`config.mk`:
```
export PLATFORM = sky130hd
export DESIGN_NAME = front_panel
export DESIGN_NICKNAME = d
export VERILOG_FILES = /design/src/front_panel_pkg.sv /design/src/bcd_convert.sv /design/src/front_panel.sv /design/src/input_debounce.sv /design/src/readout_sequencer.sv /design/src/song_timer.sv /design/src/volume_control.sv
export SDC_FILE = /design/constraint.sdc
export NUM_CORES = 1
export LEC_CHECK = 0
export BUFFER_PORTS_ARGS = -buffer_cell sky130_fd_sc_hd__buf_4
export CORE_ASPECT_RATIO = 1.5
export CORE_MARGIN = 4
export CORE_UTILIZATION = 35
export DETAILED_ROUTE_END_ITERATION = 10
export HOLD_SLACK_MARGIN = 0.03
export PLACE_DENSITY_LB_ADDON = 0.15
export SYNTH_ARGS = -nofsm -noshare
export SYNTH_HDL_FRONTEND = slang
export SYNTH_SLANG_ARGS = --single-unit
```
`constraint.sdc`:
```
create_clock -name clock_27mhz -period 5.2 [get_ports clock_27mhz]
set_input_delay 0.26 -clock clock_27mhz [delete_from_list [all_inputs] [get_ports clock_27mhz]]
set_output_delay 0.26 -clock clock_27mhz [all_outputs]
set_load 0.02 [all_outputs]
```
`src/front_panel_pkg.sv`:
```
package front_panel_pkg;

   ////////////////////////////////////////////////////////////
   // word widths
   ////////////////////////////////////////////////////////////

   localparam int VOLUME_W  = 5;      // ac97 style attenuation step
   localparam int SECONDS_W = 8;      // elapsed seconds, saturates at 255
   localparam int SONG_W    = 4;      // song number from the player
   localparam int SWITCH_W  = 8;      // one slide switch per effect
   localparam int DIGIT_W   = 4;      // one decimal digit
   localparam int SLOT_W    = 4;      // hud glyph position

   ////////////////////////////////////////////////////////////
   // volume range
   ////////////////////////////////////////////////////////////

   localparam logic [VOLUME_W-1:0] VOLUME_RESET = 5'd8;   // comfortable start level
   localparam logic [VOLUME_W-1:0] VOLUME_MAX   = 5'd31;

   ////////////////////////////////////////////////////////////
   // hud slot map, left to right on the readout line
   ////////////////////////////////////////////////////////////

   // slots 0..6 belonged to the frequency and level readouts
   localparam logic [SLOT_W-1:0] SLOT_SEC_HUNDREDS = 4'd7;
   localparam logic [SLOT_W-1:0] SLOT_SEC_TENS     = 4'd8;
   localparam logic [SLOT_W-1:0] SLOT_SEC_ONES     = 4'd9;
   localparam logic [SLOT_W-1:0] SLOT_FX_COUNT     = 4'd11;  // slot 10 is a spacer
   localparam logic [SLOT_W-1:0] SLOT_SONG_TENS    = 4'd12;
   localparam logic [SLOT_W-1:0] SLOT_SONG_ONES    = 4'd13;

   ////////////////////////////////////////////////////////////
   // timing defaults for the 27 MHz board clock
   ////////////////////////////////////////////////////////////

   localparam int CLOCK_HZ = 27_000_000;                // cycles per second
   localparam int DEBOUNCE_CYCLES_DEFAULT = 270_000;     // 10 ms settle

endpackage

```
`src/bcd_convert.sv`:
```
module bcd_convert
   import front_panel_pkg::*;
(
   input  logic [SECONDS_W-1:0] binary,
   output logic [DIGIT_W-1:0]   hundreds,
   output logic [DIGIT_W-1:0]   tens,
   output logic [DIGIT_W-1:0]   ones
);

   // three digit columns sitting above the binary bits
   localparam int SCRATCH_W = 3 * DIGIT_W + SECONDS_W;

   logic [SCRATCH_W-1:0] scratch;

   ////////////////////////////////////////////////////////////
   // double dabble, one pass per input bit
   ////////////////////////////////////////////////////////////

   always_comb begin
      scratch = '0;
      scratch[SECONDS_W-1:0] = binary;
      for (int step = 0; step < SECONDS_W; step++) begin
         // a column of 5 or more would overflow past 9 on the shift
         for (int col = 0; col < 3; col++) begin
            if (scratch[SECONDS_W + col*DIGIT_W +: DIGIT_W] >= DIGIT_W'(5)) begin
               scratch[SECONDS_W + col*DIGIT_W +: DIGIT_W] =
                  scratch[SECONDS_W + col*DIGIT_W +: DIGIT_W] + DIGIT_W'(3);
            end
         end
         scratch = scratch << 1;
      end
   end

   assign ones     = scratch[SECONDS_W             +: DIGIT_W];
   assign tens     = scratch[SECONDS_W + DIGIT_W   +: DIGIT_W];
   assign hundreds = scratch[SECONDS_W + 2*DIGIT_W +: DIGIT_W];  // at most 2 for 8 bits

endmodule

```
`src/front_panel.sv`:
```
module front_panel
   import front_panel_pkg::*;
#(
   parameter int DEBOUNCE_CYCLES   = DEBOUNCE_CYCLES_DEFAULT,
   parameter int CYCLES_PER_SECOND = CLOCK_HZ
) (
   input  logic                 clock_27mhz,
   input  logic                 reset,
   input  logic                 button_up,     // raw, active low
   input  logic                 button_down,   // raw, active low
   input  logic [SWITCH_W-1:0]  switch,        // raw slide switches
   input  logic                 start_song,
   input  logic                 pause_song,
   input  logic                 song_done,
   input  logic [SONG_W-1:0]    song_number,
   input  logic                 vsync,
   input  logic                 digit_ready,
   output logic [VOLUME_W-1:0]  volume,
   output logic [SECONDS_W-1:0] seconds,
   output logic                 digit_valid,
   output logic [DIGIT_W-1:0]   digit_value,
   output logic [SLOT_W-1:0]    digit_slot
);

   logic                up_clean;
   logic                down_clean;
   logic [SWITCH_W-1:0] switch_clean;
   logic [DIGIT_W-1:0]  sec_hundreds;
   logic [DIGIT_W-1:0]  sec_tens;
   logic [DIGIT_W-1:0]  sec_ones;
   logic [DIGIT_W-1:0]  song_tens;
   logic [DIGIT_W-1:0]  song_ones;

   ////////////////////////////////////////////////////////////
   // debounced user inputs
   ////////////////////////////////////////////////////////////

   input_debounce #(.SETTLE_CYCLES(DEBOUNCE_CYCLES)) debounce_up (
      .clock_27mhz (clock_27mhz),
      .reset       (reset),
      .noisy       (~button_up),      // pressed reads high from here on
      .clean       (up_clean)
   );

   input_debounce #(.SETTLE_CYCLES(DEBOUNCE_CYCLES)) debounce_down (
      .clock_27mhz (clock_27mhz),
      .reset       (reset),
      .noisy       (~button_down),
      .clean       (down_clean)
   );

   for (genvar i = 0; i < SWITCH_W; i++) begin : gen_switch_debounce
      input_debounce #(.SETTLE_CYCLES(DEBOUNCE_CYCLES)) debounce_switch (
         .clock_27mhz (clock_27mhz),
         .reset       (reset),
         .noisy       (switch[i]),
         .clean       (switch_clean[i])
      );
   end

   volume_control volume_control_inst (
      .clock_27mhz (clock_27mhz),
      .reset       (reset),
      .up          (up_clean),
      .down        (down_clean),
      .volume      (volume)
   );

   song_timer #(.CYCLES_PER_SECOND(CYCLES_PER_SECOND)) song_timer_inst (
      .clock_27mhz (clock_27mhz),
      .reset       (reset),
      .start_song  (start_song),
      .pause_song  (pause_song),
      .song_done   (song_done),
      .seconds     (seconds)
   );

   ////////////////////////////////////////////////////////////
   // decimal digits for the hud
   ////////////////////////////////////////////////////////////

   bcd_convert bcd_seconds (
      .binary   (seconds),
      .hundreds (sec_hundreds),
      .tens     (sec_tens),
      .ones     (sec_ones)
   );

   bcd_convert bcd_song (
      .binary   ({{(SECONDS_W-SONG_W){1'b0}}, song_number}),
      .hundreds (),                  // song numbers stop at 15
      .tens     (song_tens),
      .ones     (song_ones)
   );

   readout_sequencer readout_sequencer_inst (
      .clock_27mhz  (clock_27mhz),
      .reset        (reset),
      .vsync        (vsync),
      .sec_hundreds (sec_hundreds),
      .sec_tens     (sec_tens),
      .sec_ones     (sec_ones),
      .song_tens    (song_tens),
      .song_ones    (song_ones),
      .switch_clean (switch_clean),
      .digit_ready  (digit_ready),
      .digit_valid  (digit_valid),
      .digit_value  (digit_value),
      .digit_slot   (digit_slot)
   );

endmodule

```
`src/input_debounce.sv`:
```
module input_debounce
   import front_panel_pkg::*;
#(
   parameter int SETTLE_CYCLES = DEBOUNCE_CYCLES_DEFAULT
) (
   input  logic clock_27mhz,
   input  logic reset,
   input  logic noisy,     // raw contact, may bounce
   output logic clean      // settled copy
);

   // counter must be able to hold SETTLE_CYCLES itself
   localparam int COUNT_W = $clog2(SETTLE_CYCLES + 1);

   logic [COUNT_W-1:0] settle_count;   // cycles noisy has disagreed with clean
   logic               settled;

   assign settled = (settle_count == COUNT_W'(SETTLE_CYCLES));

   // clean follows noisy only after a long enough disagreement;
   // any agreement in between restarts the wait
   always_ff @(posedge clock_27mhz) begin
      if (reset) begin
         settle_count <= '0;
         clean        <= 1'b0;
      end else if (noisy == clean) begin
         settle_count <= '0;               // bounce back, start over
      end else if (settled) begin
         clean        <= noisy;            // held long enough, take it
         settle_count <= '0;
      end else begin
         settle_count <= settle_count + 1'b1;
      end
   end

endmodule

```
`src/readout_sequencer.sv`:
```
module readout_sequencer
   import front_panel_pkg::*;
(
   input  logic                clock_27mhz,
   input  logic                reset,
   input  logic                vsync,          // low during vertical blank
   input  logic [DIGIT_W-1:0]  sec_hundreds,
   input  logic [DIGIT_W-1:0]  sec_tens,
   input  logic [DIGIT_W-1:0]  sec_ones,
   input  logic [DIGIT_W-1:0]  song_tens,
   input  logic [DIGIT_W-1:0]  song_ones,
   input  logic [SWITCH_W-1:0] switch_clean,   // one bit per enabled effect
   input  logic                digit_ready,    // hud writer can take a glyph
   output logic                digit_valid,
   output logic [DIGIT_W-1:0]  digit_value,
   output logic [SLOT_W-1:0]   digit_slot
);

   localparam logic [2:0] LAST_BEAT = 3'd5;   // six glyphs per sweep

   logic               vsync_q;
   logic               vsync_fall;
   logic               sweep_start;
   logic [2:0]         beat;           // which glyph is on the bus
   logic [DIGIT_W-1:0] switch_count;   // active effects

   // frozen copy for the whole sweep
   logic [DIGIT_W-1:0] snap_sec_hundreds;
   logic [DIGIT_W-1:0] snap_sec_tens;
   logic [DIGIT_W-1:0] snap_sec_ones;
   logic [DIGIT_W-1:0] snap_fx_count;
   logic [DIGIT_W-1:0] snap_song_tens;
   logic [DIGIT_W-1:0] snap_song_ones;

   assign vsync_fall  = vsync_q & ~vsync;
   assign sweep_start = vsync_fall & ~digit_valid;   // edges mid-sweep are dropped

   always_comb begin
      switch_count = '0;
      for (int i = 0; i < SWITCH_W; i++) begin
         switch_count = switch_count + DIGIT_W'(switch_clean[i]);
      end
   end

   ////////////////////////////////////////////////////////////
   // sweep control
   ////////////////////////////////////////////////////////////

   always_ff @(posedge clock_27mhz) begin
      if (reset) begin
         vsync_q     <= 1'b1;          // treat reset as active video
         digit_valid <= 1'b0;
         beat        <= '0;
      end else begin
         vsync_q <= vsync;
         if (sweep_start) begin
            digit_valid <= 1'b1;
            beat        <= '0;
         end else if (digit_valid && digit_ready) begin
            if (beat == LAST_BEAT) begin
               digit_valid <= 1'b0;    // song ones taken, wait for next blank
            end else begin
               beat <= beat + 1'b1;
            end
         end
      end
   end

   always_ff @(posedge clock_27mhz) begin
      if (sweep_start) begin
         snap_sec_hundreds <= sec_hundreds;
         snap_sec_tens     <= sec_tens;
         snap_sec_ones     <= sec_ones;
         snap_fx_count     <= switch_count;
         snap_song_tens    <= song_tens;
         snap_song_ones    <= song_ones;
      end
   end

   // beat to slot and glyph
   always_comb begin
      case (beat)
         3'd0:    begin digit_slot = SLOT_SEC_HUNDREDS; digit_value = snap_sec_hundreds; end
         3'd1:    begin digit_slot = SLOT_SEC_TENS;     digit_value = snap_sec_tens;     end
         3'd2:    begin digit_slot = SLOT_SEC_ONES;     digit_value = snap_sec_ones;     end
         3'd3:    begin digit_slot = SLOT_FX_COUNT;     digit_value = snap_fx_count;     end
         3'd4:    begin digit_slot = SLOT_SONG_TENS;    digit_value = snap_song_tens;    end
         default: begin digit_slot = SLOT_SONG_ONES;    digit_value = snap_song_ones;    end
      endcase
   end

   ////////////////////////////////////////////////////////////
   // checks
   ////////////////////////////////////////////////////////////

   // stalled glyph must not move under the hud writer
   beat_held_while_stalled: assert property (
      @(posedge clock_27mhz) disable iff (reset)
      (digit_valid && !digit_ready) |=>
         (digit_valid && $stable(digit_value) && $stable(digit_slot))
   );

   // converters upstream only ever feed decimal digits, count tops out at 8
   glyph_in_range: assert property (
      @(posedge clock_27mhz) disable iff (reset)
      digit_valid |-> ((digit_slot == SLOT_FX_COUNT) ?
                       (digit_value <= DIGIT_W'(SWITCH_W)) :
                       (digit_value <= DIGIT_W'(9)))
   );

endmodule

```
`src/song_timer.sv`:
```
module song_timer
   import front_panel_pkg::*;
#(
   parameter int CYCLES_PER_SECOND = CLOCK_HZ
) (
   input  logic                 clock_27mhz,
   input  logic                 reset,
   input  logic                 start_song,   // one cycle, restarts the count
   input  logic                 pause_song,   // level
   input  logic                 song_done,    // level, end of track
   output logic [SECONDS_W-1:0] seconds
);

   // a one-cycle second still needs a one bit prescaler
   localparam int PRESCALE_W = (CYCLES_PER_SECOND > 1) ? $clog2(CYCLES_PER_SECOND) : 1;
   localparam logic [PRESCALE_W-1:0] PRESCALE_LAST = PRESCALE_W'(CYCLES_PER_SECOND - 1);

   logic [PRESCALE_W-1:0] prescale;    // running cycles within the current second
   logic                  running;
   logic                  second_tick;

   assign running     = ~pause_song & ~song_done;
   assign second_tick = running && (prescale == PRESCALE_LAST);

   ////////////////////////////////////////////////////////////
   // prescaler and seconds count
   ////////////////////////////////////////////////////////////

   always_ff @(posedge clock_27mhz) begin
      if (reset) begin
         prescale <= '0;
         seconds  <= '0;
      end else if (start_song) begin
         prescale <= '0;              // new song, fresh second
         seconds  <= '0;
      end else if (running) begin
         if (second_tick) begin
            prescale <= '0;
            if (seconds != '1) begin
               seconds <= seconds + 1'b1;   // stop at 255
            end
         end else begin
            prescale <= prescale + 1'b1;
         end
      end
      // stopped: prescale keeps its partial second
   end

   ////////////////////////////////////////////////////////////
   // checks
   ////////////////////////////////////////////////////////////

   // paused or finished song must freeze the readout
   seconds_frozen_when_stopped: assert property (
      @(posedge clock_27mhz) disable iff (reset)
      (!running && !start_song) |=> $stable(seconds)
   );

endmodule

```
`src/volume_control.sv`:
```
module volume_control
   import front_panel_pkg::*;
(
   input  logic                clock_27mhz,
   input  logic                reset,
   input  logic                up,       // debounced, active high
   input  logic                down,     // debounced, active high
   output logic [VOLUME_W-1:0] volume
);

   logic up_q;        // last cycle's buttons
   logic down_q;
   logic up_rise;
   logic down_rise;

   assign up_rise   = up & ~up_q;
   assign down_rise = down & ~down_q;

   ////////////////////////////////////////////////////////////
   // one step per press, clamped at both ends
   ////////////////////////////////////////////////////////////

   always_ff @(posedge clock_27mhz) begin
      if (reset) begin
         up_q   <= 1'b0;
         down_q <= 1'b0;
         volume <= VOLUME_RESET;
      end else begin
         up_q   <= up;
         down_q <= down;
         if (down_rise) begin
            // down press swallows a simultaneous up press
            if (volume != '0) begin
               volume <= volume - 1'b1;
            end
         end else if (up_rise && (volume != VOLUME_MAX)) begin
            volume <= volume + 1'b1;
         end
      end
   end

   // codec would misread a wrap from the top step to silence or back
   volume_single_step: assert property (
      @(posedge clock_27mhz) disable iff (reset)
      1'b1 |=> ((int'(volume) >= int'($past(volume)) - 1) &&
                (int'(volume) <= int'($past(volume)) + 1))
   );

endmodule
```
[Word-level counts from Yosys, hierarchy flattened]
Index checks and enable logic that the tools add are counted.
W data, S select, Z words.
Word-level totals
  output and inout bits: 22
  input bits: 21
  logic and storage cells: 221
  register bits: 269
Cells by class
  reduce and logical (&&, ||, !) cells: 34
  order comparisons: 23
  bitwise operators: 24
  muxes and demuxes: 32
  add/sub/neg operators: 45
  eq/ne operators: 29
Operators with widths (number)
  $add A19 B1 Y19 const B: 10
  $eq A19 B19 Y1 const B: 10
  $ge A4 B3 Y1 const B: 18
  $mux W4: 14
  $add A4 B2 Y4 const B: 13
  $pmux W4 S5: 2
  $reduce_or A3 Y1: 10
  $mux W3: 9
  $reduce_and A2 Y1: 13
  $add A25 B1 Y25 const B: 1
  $eq A25 B25 Y1 const B: 1
  $mux W25: 1
  $add A4 B1 Y4: 6
  $not A1 Y1: 19
  $add A3 B2 Y3 const B: 5
  $mux W5: 3
  $eq A1 B1 Y1: 10
  $add A1 B2 Y3 const B: 3
  $ge A1 B3 Y1 const B: 3
  $add A8 B1 Y8 const B: 1
  $ne A8 B8 Y1 const B: 1
  $add A1 B2 Y3 const AB: 2
  $eq A3 B2 Y1 const B: 2
  $eq A3 B3 Y1 const B: 2
  16 further kinds: 28

[Longest topological paths before layout]
Gate-level depths: netlist of run 1.
  depth after elaboration: 14
  gate-level depth with buffers: 27
  gate-level depth less buffers: 25

[Cells and area by module]
From an unflattened synthesis of run 1, not the netlist that was laid out.
Second synthesis, totals
  cells, all modules: 1694
  area total of the unflattened synthesis: 14888.0 µm²
By module, submodules not included
  input_debounce: instances 10, seq. area each 400.4 µm², area each 935.9 µm², cells each 106
  bcd_convert: instances 2, seq. area each 0.0 µm², area each 969.7 µm², cells each 134
  song_timer: instances 1, seq. area each 660.6 µm², area each 1732.9 µm², cells each 208
  readout_sequencer: instances 1, seq. area each 820.8 µm², area each 1423.9 µm², cells each 106
  volume_control: instances 1, seq. area each 140.1 µm², area each 421.7 µm², cells each 49
  front_panel: instances 1, seq. area each 0.0 µm², area each 11.3 µm², cells each 3

[Worst setup path before layout of run 1]
No wires, ideal clock.
  path kind: register to register
  from: reg song_timer_inst.seconds[5]
  to: reg readout_sequencer_inst.snap_sec_tens[3] (data pin)
  cell stages (with the launch flop): 24
  arrival time: 5.036 ns
  required time: 4.940 ns
  buffers on the path: 2
  setup slack: -0.096 ns
  library setup time: 0.260 ns
  period minus slack after synthesis: 5.296 ns
  path through: dfxtp_1 -> buf_2 -> inv_1 -> ha_1 -> inv_1 -> ha_1 -> buf_6 -> a21oi_2 -> xnor2_1 -> inv_1 -> ha_1 -> and2b_1 -> or4_1 -> o2111a_1 -> inv_2 -> ha_1 -> and2b_1 -> nor3_1 -> o311a_4 -> nor3_4 -> a21oi_2 -> or3_4 -> a211o_2 -> mux2_4
Between the ends
  cells in the longest elaborated chain, start to end: 10
  elaborated cells between the ends (all ways): 24
  those cells by class: add/sub (8); order compare (8); mux (8)
RTL lines
  start: declaration: RTL line song_timer.sv:11  | output logic [SECONDS_W-1:0] seconds
  start signal: assignment: RTL line song_timer.sv:40  | seconds <= seconds + 1'b1;
  $add A4 B2 Y4 / $ge A4 B3 Y1 (equally long branches): RTL line bcd_convert.sv:27, bcd_convert.sv:25
  $mux W4 *: RTL line bcd_convert.sv:25  | if (scratch[SECONDS_W + col*DIGIT_W +: DIGIT_W] >= DIGIT_W'(5)) begin
  $add A4 B2 Y4 / $ge A4 B3 Y1 (equally long branches): RTL line bcd_convert.sv:27, bcd_convert.sv:25
  $mux W4: RTL line bcd_convert.sv:25
  $add A4 B2 Y4 / $ge A4 B3 Y1 (equally long branches): RTL line bcd_convert.sv:27, bcd_convert.sv:25
  $mux W4: RTL line bcd_convert.sv:25
  $add A4 B2 Y4 / $ge A4 B3 Y1 (equally long branches): RTL line bcd_convert.sv:27, bcd_convert.sv:25
  $mux W4: RTL line bcd_convert.sv:25
  $add A4 B2 Y4 / $ge A4 B3 Y1 (equally long branches): RTL line bcd_convert.sv:27, bcd_convert.sv:25
  $mux W4 *: RTL line bcd_convert.sv:25
  via bcd_seconds.tens[3]: RTL line bcd_convert.sv:6  | output logic [DIGIT_W-1:0] tens,
  end signal: assignment: RTL line readout_sequencer.sv:72  | snap_sec_tens <= sec_tens;
  end: declaration: RTL line readout_sequencer.sv:29  | logic [DIGIT_W-1:0] snap_sec_tens;
Mark *: on every way through the listed nets, which the timed path passes. The rest lies on a longest branch.
A chain may end at the register's enable or synchronous reset.

[Worst setup path in the final report of run 1]
  from: reg song_timer_inst.seconds[6]
  to: reg readout_sequencer_inst.snap_sec_tens[3] (data pin)
Between the ends
  cells in the longest elaborated chain, start to end: 12
  elaborated cells between the ends (all ways): 30
  those cells by class: add/sub (10); order compare (10); mux (10)
RTL lines (RTL line)
  $add A4 B2 Y4 / $ge A4 B3 Y1 (equally long branches): bcd_convert.sv:27, bcd_convert.sv:25
  $mux W4 *: bcd_convert.sv:25
  $add A4 B2 Y4 / $ge A4 B3 Y1 (equally long branches): bcd_convert.sv:27, bcd_convert.sv:25
  $mux W4: bcd_convert.sv:25
  $add A4 B2 Y4 / $ge A4 B3 Y1 (equally long branches): bcd_convert.sv:27, bcd_convert.sv:25
  $mux W4: bcd_convert.sv:25
  $add A4 B2 Y4 / $ge A4 B3 Y1 (equally long branches): bcd_convert.sv:27, bcd_convert.sv:25
  $mux W4: bcd_convert.sv:25
  $add A4 B2 Y4 / $ge A4 B3 Y1 (equally long branches): bcd_convert.sv:27, bcd_convert.sv:25
  $mux W4: bcd_convert.sv:25
  $add A4 B2 Y4 / $ge A4 B3 Y1 (equally long branches): bcd_convert.sv:27, bcd_convert.sv:25
  $mux W4 *: bcd_convert.sv:25
  via bcd_seconds.tens[3]: bcd_convert.sv:6
Marked as above.

==> results of run 1 <==
## layout by cell type, fill, tap and decap left out, drive strengths merged, types with 5 or more instances in the layout
master / n
nor2: 305
dfxtp: 245
xor2: 118
nand3: 114
xnor2: 87
inv: 83
nand2: 79
buf: 51
ha: 48
a21oi: 40
nand4: 39
clkbuf: 35
and3: 34
nor3: 32
o21ai: 30
or3: 27
edfxtp: 19
mux2i: 17
dlygate4sd3: 14
nor4: 13
or2: 12
nor4b: 11
and4: 11
nor2b: 9
or4: 8
a21o: 8
bufinv: 7
clkinv: 7
a211oi: 6
nand2b: 5
and2: 5
fa: 5
## layer usage
metal  vias up  GRT usage (%)  wire [um]
li1       5208              -          -
met1      4756           16.3      11700
met2       118           25.0      13900
met3        38           2.42       1140
met4         0           3.75        533
met5         -              0          0
## metrics by stage
stage / worst slack, ps / hold WS (ps) / cell area (um2)
global placement: 179 / 445 / 13800
finish: 156 / 56.5 / 15100
floorplan: 16.0 / 356 / 13000
global route: -118 / 49.5 / 15100
CTS: 45.2 / 31.9 / 15000
detailed placement: 35.8 / 457 / 13800
## state kept, by name (all words and copies together) (netlist names)
name / cells
debounce_down.clean: 1
debounce_down.settle_count: 19
debounce_up.clean: 1
debounce_up.settle_count: 19
gen_switch_debounce.debounce_switch.clean: 8
gen_switch_debounce.debounce_switch.settle_count: 152
readout_sequencer_inst.beat: 3
readout_sequencer_inst.digit_valid: 1
readout_sequencer_inst.snap_fx_count: 4
readout_sequencer_inst.snap_sec_hundreds: 2
readout_sequencer_inst.snap_sec_ones: 4
readout_sequencer_inst.snap_sec_tens: 4
readout_sequencer_inst.snap_song_ones: 4
readout_sequencer_inst.snap_song_tens: 1
readout_sequencer_inst.vsync_q: 1
song_timer_inst.prescale: 25
song_timer_inst.seconds: 8
volume_control_inst.down_q: 1
volume_control_inst.up_q: 1
volume_control_inst.volume: 5
## how the worst max path moves through the flow
| stage | start | endpoint | slack [ps] | cells after the start |
|---|---|---|---|---|
| 2_1_floorplan | song_timer_inst.seconds[6] | readout_sequencer_inst.snap_sec_tens[3] | 20 | 23 |
| 3_3_place_gp | song_timer_inst.seconds[5] | readout_sequencer_inst.snap_sec_tens[3] | 180 | 21 |
| 3_5_place_dp | song_timer_inst.seconds[6] | readout_sequencer_inst.snap_sec_tens[3] | 40 | 21 |
| 4_1_cts | song_timer_inst.seconds[6] | readout_sequencer_inst.snap_sec_tens[3] | 50 | 21 |
| 5_1_grt | song_timer_inst.seconds[6] | readout_sequencer_inst.snap_sec_tens[3] | -120 | 21 |
| 6_report | song_timer_inst.seconds[6] | readout_sequencer_inst.snap_sec_tens[3] | 160 | 21 |
## layout make-up
type / count / area, um2
fill: 3681 / 21600
multi-input combinational: 1116 / 7060
sequential: 264 / 5480
clock buffer: 35 / 798
tap: 484 / 606
timing repair buffer: 65 / 523
inverter: 81 / 304
clock inverter: 19 / 293
## cell families after synthesis
family / Yosys count / synth area share [%]
AOI/OAI and AO/OA: 120 / 6.43
buffers and inverters: 117 / 3.55
and+or+nand+nor: 719 / 27.0
adders and majority gates: 53 / 5.40
xor gates and xnor gates: 205 / 13.8
muxes: 19 / 1.51
DFF: 264 / 42.2
## cell usage after synthesis, types with 8 or more instances
| master | n |
|---|---|
| nor2_1 | 303 |
| or3_1 | 26 |
| nand3_1 | 114 |
| xor2_1 | 118 |
| edfxtp_1 | 19 |
| a21oi_1 | 38 |
| ha_1 | 48 |
| or4_1 | 8 |
| or2_2 | 10 |
| o21ai_0 | 25 |
| nor4b_1 | 11 |
| dfxtp_1 | 245 |
| nor2b_1 | 9 |
| inv_1 | 79 |
| nor4_1 | 12 |
| clkbuf_1 | 28 |
| xnor2_1 | 87 |
| nor3_1 | 30 |
| nand2_1 | 79 |
| nand4_1 | 39 |
| mux2i_1 | 17 |
| and3_1 | 32 |
| and4_1 | 11 |
## where the power goes
part	internal, W	leakage [nW]	switching [W]
clock	0.00144	0.531	0.000878
combinational	0.0000503	2.64	0.0000843
sequential	0.00206	2.17	0.0000146
total	0.00356	5.34	0.000976
## timing repair
item | in CTS | in global routing
setup buffers | 0 | 1
endpoints found under the setup margin | 0 | 4
hold buffers | 14 | 0
hold endpoints to repair | 14 | 0
resized for setup | 0 | 5
## worst max-delay path, stage by stage, from the launching register on
cell,delay (ps)
dfxtp_1,310
inv_1,120
ha_1,160
inv_1,40
ha_1,190
a21oi_2,170
xnor2_2,150
inv_1,120
ha_1,260
and2b_1,240
or4_1,420
o2111a_1,200
inv_2,120
ha_1,200
and2b_2,260
nor3_2,80
o311a_4,380
nor3_4,210
a21oi_2,90
or3_4,400
a211o_2,380
mux2_4,300
==> flow_summary.yaml, run 1 <==
hold_path:
  min_path_cells: 3
  hold_start: "pause_song"
  whs_endpoint: "song_timer_inst.prescale[1]"
  hold_class: "in -> reg"
cts:
  cts_tree: "built"
  clk_latency_ps: 560
  clk_path_buf_depth: 3
  clkSlewWorstSetupHoldPaths_ps: 60
  cts_max_level: 1
  cts_root_buf: "clkbuf_16"
  cts_buffers: 29
  clkSinkCount: 264
setup_path:
  rr_endpoint: "readout_sequencer_inst.snap_sec_tens[3]"
  critPathKind: "reg -> reg"
  rr_startpoint: "song_timer_inst.seconds[6]"
  cp_data_arrival_time_ps: 5350
  critPathRequiredTime_ps: 5500
  r2r_cells: 21
  ff2ff_setup_slack_ps: 160
  cp-start-kind: "flip-flop"
  path_max_fanout: 6
  end_kind: "flip-flop"
sta:
  setup-tns-final_ps: 0
  min_period_ps: 5040
  rsz0062_at_grt: "yes"
  relSlewSlack_pct: 43.6
  finalHoldViolCount: 0
  worst_slew_pin_slew_ps: 845
  setup_viol: 0
  fin_crit_sh_pct: 97.0
  drv_slew: 0
  fmax_mhz: 198
  clock_skew_ps: 22.5
finish:
  final_nets: 1631
  layoutNonFillerInstCount: 2064
  diodes: 0
  drive_gt1_share_pct: 9.43
  syn2layout_area_growth_pct: 16.2
  finalCoreUtilization_pct: 41.1
logic_synthesis:
  syn-num-nets: 1571
  netlist_area_mm2: 0.0130
  yosysUniqueCellTypes: 81
  ys.warnings.count: 0
  yosys-top-cells-area: "dfxtp_1 38%, nor2_1 8.8%, xor2_1 8.0%"
  synthCells: 1497
  synth_seq_area_share_pct: 42.2
  synth-edff-count: 19
  synth_top_cell_by_area: "dfxtp_1"
  synthArstFlopShare_pct: 0
  synth_area_per_cell_um2: 8.66
  synthFlopType: "dfxtp_1"
  ys_seq_elements: 264
  synth_top_area_share_pct: 37.8
drt:
  drc: 0
  firstDrtPassIters: 5
  drt_wl_total_mm: 27.2
  wire_per_inst_um: 13.2
  final_antenna_net_count: 0
  vias_per_cell: 4.90
  drt_iter0_drc: 334
  num_vias: 10120
power_and_ir_drop:
  powerDensity_mw_per_mm2: 301
  power_w: 0.00453
  leakage_nw: 5.34
  ir_drop_mv: 0.283
global_routing:
  grt_overflow: 0
  grt_max_degree: 32
  grtUsageTotal_pct: 13.7
  antenna_found_initial: 0
  grt_pass1_vias: 10023
  grt_pass1_wl_mm: 47.1
placed_design:
  numPortBuffers: 42
  hpwl_mm: 19.5
  dp_cells: 1995
  place_congestion: 0.809
floorplan:
  rows: 86
  pin_count: 43
  die_area_mm2: 0.0403
  die_h_um: 244
  die-width_um: 165
  fp.coreArea_mm2: 0.0367
  initial_core_util_pct: 35.3
status:
  status: "finished, final reports clean"
job:
  maxCapViolCount: 0
(Power assumes the default switching activity.)
==> run 2: changes to the inputs <==
--- a/config.mk
+++ b/config.mk
@@ -8,7 +8,7 @@
 export BUFFER_PORTS_ARGS = -buffer_cell sky130_fd_sc_hd__buf_4
 export CORE_ASPECT_RATIO = 1.5
 export CORE_MARGIN = 4
-export CORE_UTILIZATION = 35
+export CORE_UTILIZATION = 33
 export DETAILED_ROUTE_END_ITERATION = 10
 export HOLD_SLACK_MARGIN = 0.03
 export PLACE_DENSITY_LB_ADDON = 0.15
==> constraint.sdc (replaced) <==
create_clock -name clock_27mhz -period 5.2 [get_ports clock_27mhz]
set_input_delay 0.26 -clock clock_27mhz [delete_from_list [all_inputs] [get_ports clock_27mhz]]
set_output_delay 0.26 -clock clock_27mhz [all_outputs]
set_load 0.05 [all_outputs]
==> run 2 against run 1 <==
  * Largest cell class unchanged
  * Clock power down 20%
  * Register-to-register slack better by 90 ps
  * Critical endpoint unchanged
  * Power down 10%
  * Via count down 2.1%
  * Sequential share of layout area up 0.57 points
==> flow_summary.yaml, run 2 (same netlist as run 1, synthesis figures left out) <==
finish:
  diodes: 0
  fillerInstances: 3928
  stdcell_area_mm2: 0.0148
  reg_top3: "gen_switch_debounce.debounce_switch.settle_count x152, song_timer_inst.prescale x25"
  regMostFlops: "gen_switch_debounce.debounce_switch.settle_count"
  drive_gt1_share_pct: 8.67
  syn2layout_area_growth_pct: 14.5
  regArea_mm2: 0.00548
  final_nets: 1631
  multi_input_comb_area_mm2: 0.00708
  final_common_cell: "nor2_1"
  largest_reg_flops: 152
  final_cell_mix: "303 x nor2_1, 243 x dfxtp_1, 118 x xor2_1, 114 x nand3_1, 86 x xnor2_1"
floorplan:
  die_h_um: 251
  initial_core_util_pct: 33.6
  die-width_um: 170
  pin_count: 43
  rows: 88
  fp.coreArea_mm2: 0.0386
  die_area_mm2: 0.0426
cts:
  clk_path_buf_depth: 3
  clkSlewWorstSetupHoldPaths_ps: 60
  clk_latency_ps: 540
  cts_tree: "built"
  cts_max_level: 1
  clkSinkCount: 264
  cts_root_buf: "clkbuf_16"
  cts_buffers: 28
power_and_ir_drop:
  power_w: 0.00408
  ir_drop_mv: 0.229
  powerDensity_mw_per_mm2: 275
  leakage_nw: 5.22
setup_path:
  path_max_fanout: 6
  r2r_cells: 21
  rr_endpoint: "readout_sequencer_inst.snap_sec_tens[3]"
  critPathKind: "reg -> reg"
  critPathRequiredTime_ps: 5490
  rr_startpoint: "song_timer_inst.seconds[5]"
  ff2ff_setup_slack_ps: 250
  end_kind: "flip-flop"
  cp-start-kind: "flip-flop"
  cp_data_arrival_time_ps: 5240
drt:
  vias_per_cell: 4.80
  firstDrtPassIters: 5
  final_antenna_net_count: 0
  num_vias: 9903
  wire_per_inst_um: 13.1
  drt_iter0_drc: 392
  drt_wl_total_mm: 27.0
  drc: 0
placed_design:
  place_congestion: 0.780
  dpl_worst_slack_ps: 27.8
  place_area_mm2: 0.0138
  hpwl_mm: 19.5
  numPortBuffers: 42
global_routing:
  grtUsageTotal_pct: 12.8
  antenna_found_initial: 0
  grt_pass1_wl_mm: 47.2
  grt_max_degree: 32
  grt_overflow: 0
  grt_pass1_vias: 9883
hold_path:
  whs_endpoint: "song_timer_inst.prescale[0]"
  hold_class: "in -> reg"
  min_path_cells: 3
  hold_start: "song_done"
sta:
  drv_slew: 0
  fin_crit_sh_pct: 95.2
  fmax_mhz: 202
  setup-tns-final_ps: 0
  setup_viol: 0
  clock_skew_ps: 8.25
  worst_slew_pin_slew_ps: 890
  min_period_ps: 4950
  finalWorstSetupSlack_ps: 247
  whs_ps: 58.4
  relSlewSlack_pct: 40.2
  finalHoldViolCount: 0
job:
  maxCapViolCount: 0
status:
  status: "finished, final reports clean"
run 2: power breakdown:
part	switching, W	internal [W]
registers	0.0000147	0.00206
logic	0.0000958	0.0000511
clock network	0.000778	0.00107
total	0.000889	0.00319
run 2: stage by stage:
| stage | std cells | util [%] |
|---|---|---|
| after floorplan | 1497 | - |
| after global placement | 2005 | 35.7 |
| after detailed placement | 2005 | 35.7 |
| after CTS | 2063 | 38.3 |
| after global routing | 2064 | 38.4 |
| final | 2064 | 38.4 |
run 2: what timing repair did:
item / CTS / global route
hold buffers: 16 / 0
resized for setup: 0 / 11
buffers inserted: 0 / 1
setup endpoints to repair: 0 / 5
endpoints found under the hold margin: 16 / 0
run 2: final cells by class:
cell class / count / share of cell area (%)
sequential: 264 / 36.9
inverter: 81 / 2.05
clock buffer: 40 / 5.51
multi-input combinational: 1116 / 47.7
timing repair buffer: 66 / 3.61
tap: 495 / 4.17
clock inverter: 2 / 0.0674
run 2: worst max path at each step:
stage	startpoint	endpoint	depth (start not counted)	slack [ps]
after global routing	song_timer_inst.seconds[5]	readout_sequencer_inst.snap_sec_tens[3]	21	-10
after CTS	song_timer_inst.seconds[6]	readout_sequencer_inst.snap_sec_tens[3]	21	3
after floorplan	song_timer_inst.seconds[5]	readout_sequencer_inst.snap_sec_tens[3]	23	1
after detailed placement	song_timer_inst.seconds[6]	readout_sequencer_inst.snap_sec_tens[3]	21	30
after global placement	song_timer_inst.seconds[6]	readout_sequencer_inst.snap_sec_tens[3]	21	110
final	song_timer_inst.seconds[5]	readout_sequencer_inst.snap_sec_tens[3]	21	250
run 2: worst max-delay path, stage by stage, from the launching register on:
cell	delay, ps
dfxtp_4	340
inv_1	100
ha_1	170
inv_1	40
ha_1	190
a21oi_2	170
xnor2_2	160
inv_1	130
ha_1	210
and2b_1	210
or4_1	430
o2111a_2	190
inv_2	100
ha_2	200
and2b_4	220
nor3_2	70
o311ai_2	340
a31oi_2	160
o21a_1	220
or3_4	360
a211o_2	380
mux2_4	300
run 2: metal layers:
metal	GRT usage [%]	part of all wire [%]	up-vias
met1	15.9	44	4565
met2	23.1	51	115
met4	3.18	1.7	0
met3	1.89	3.5	35
met5	0	0	-
li1	-	-	5188
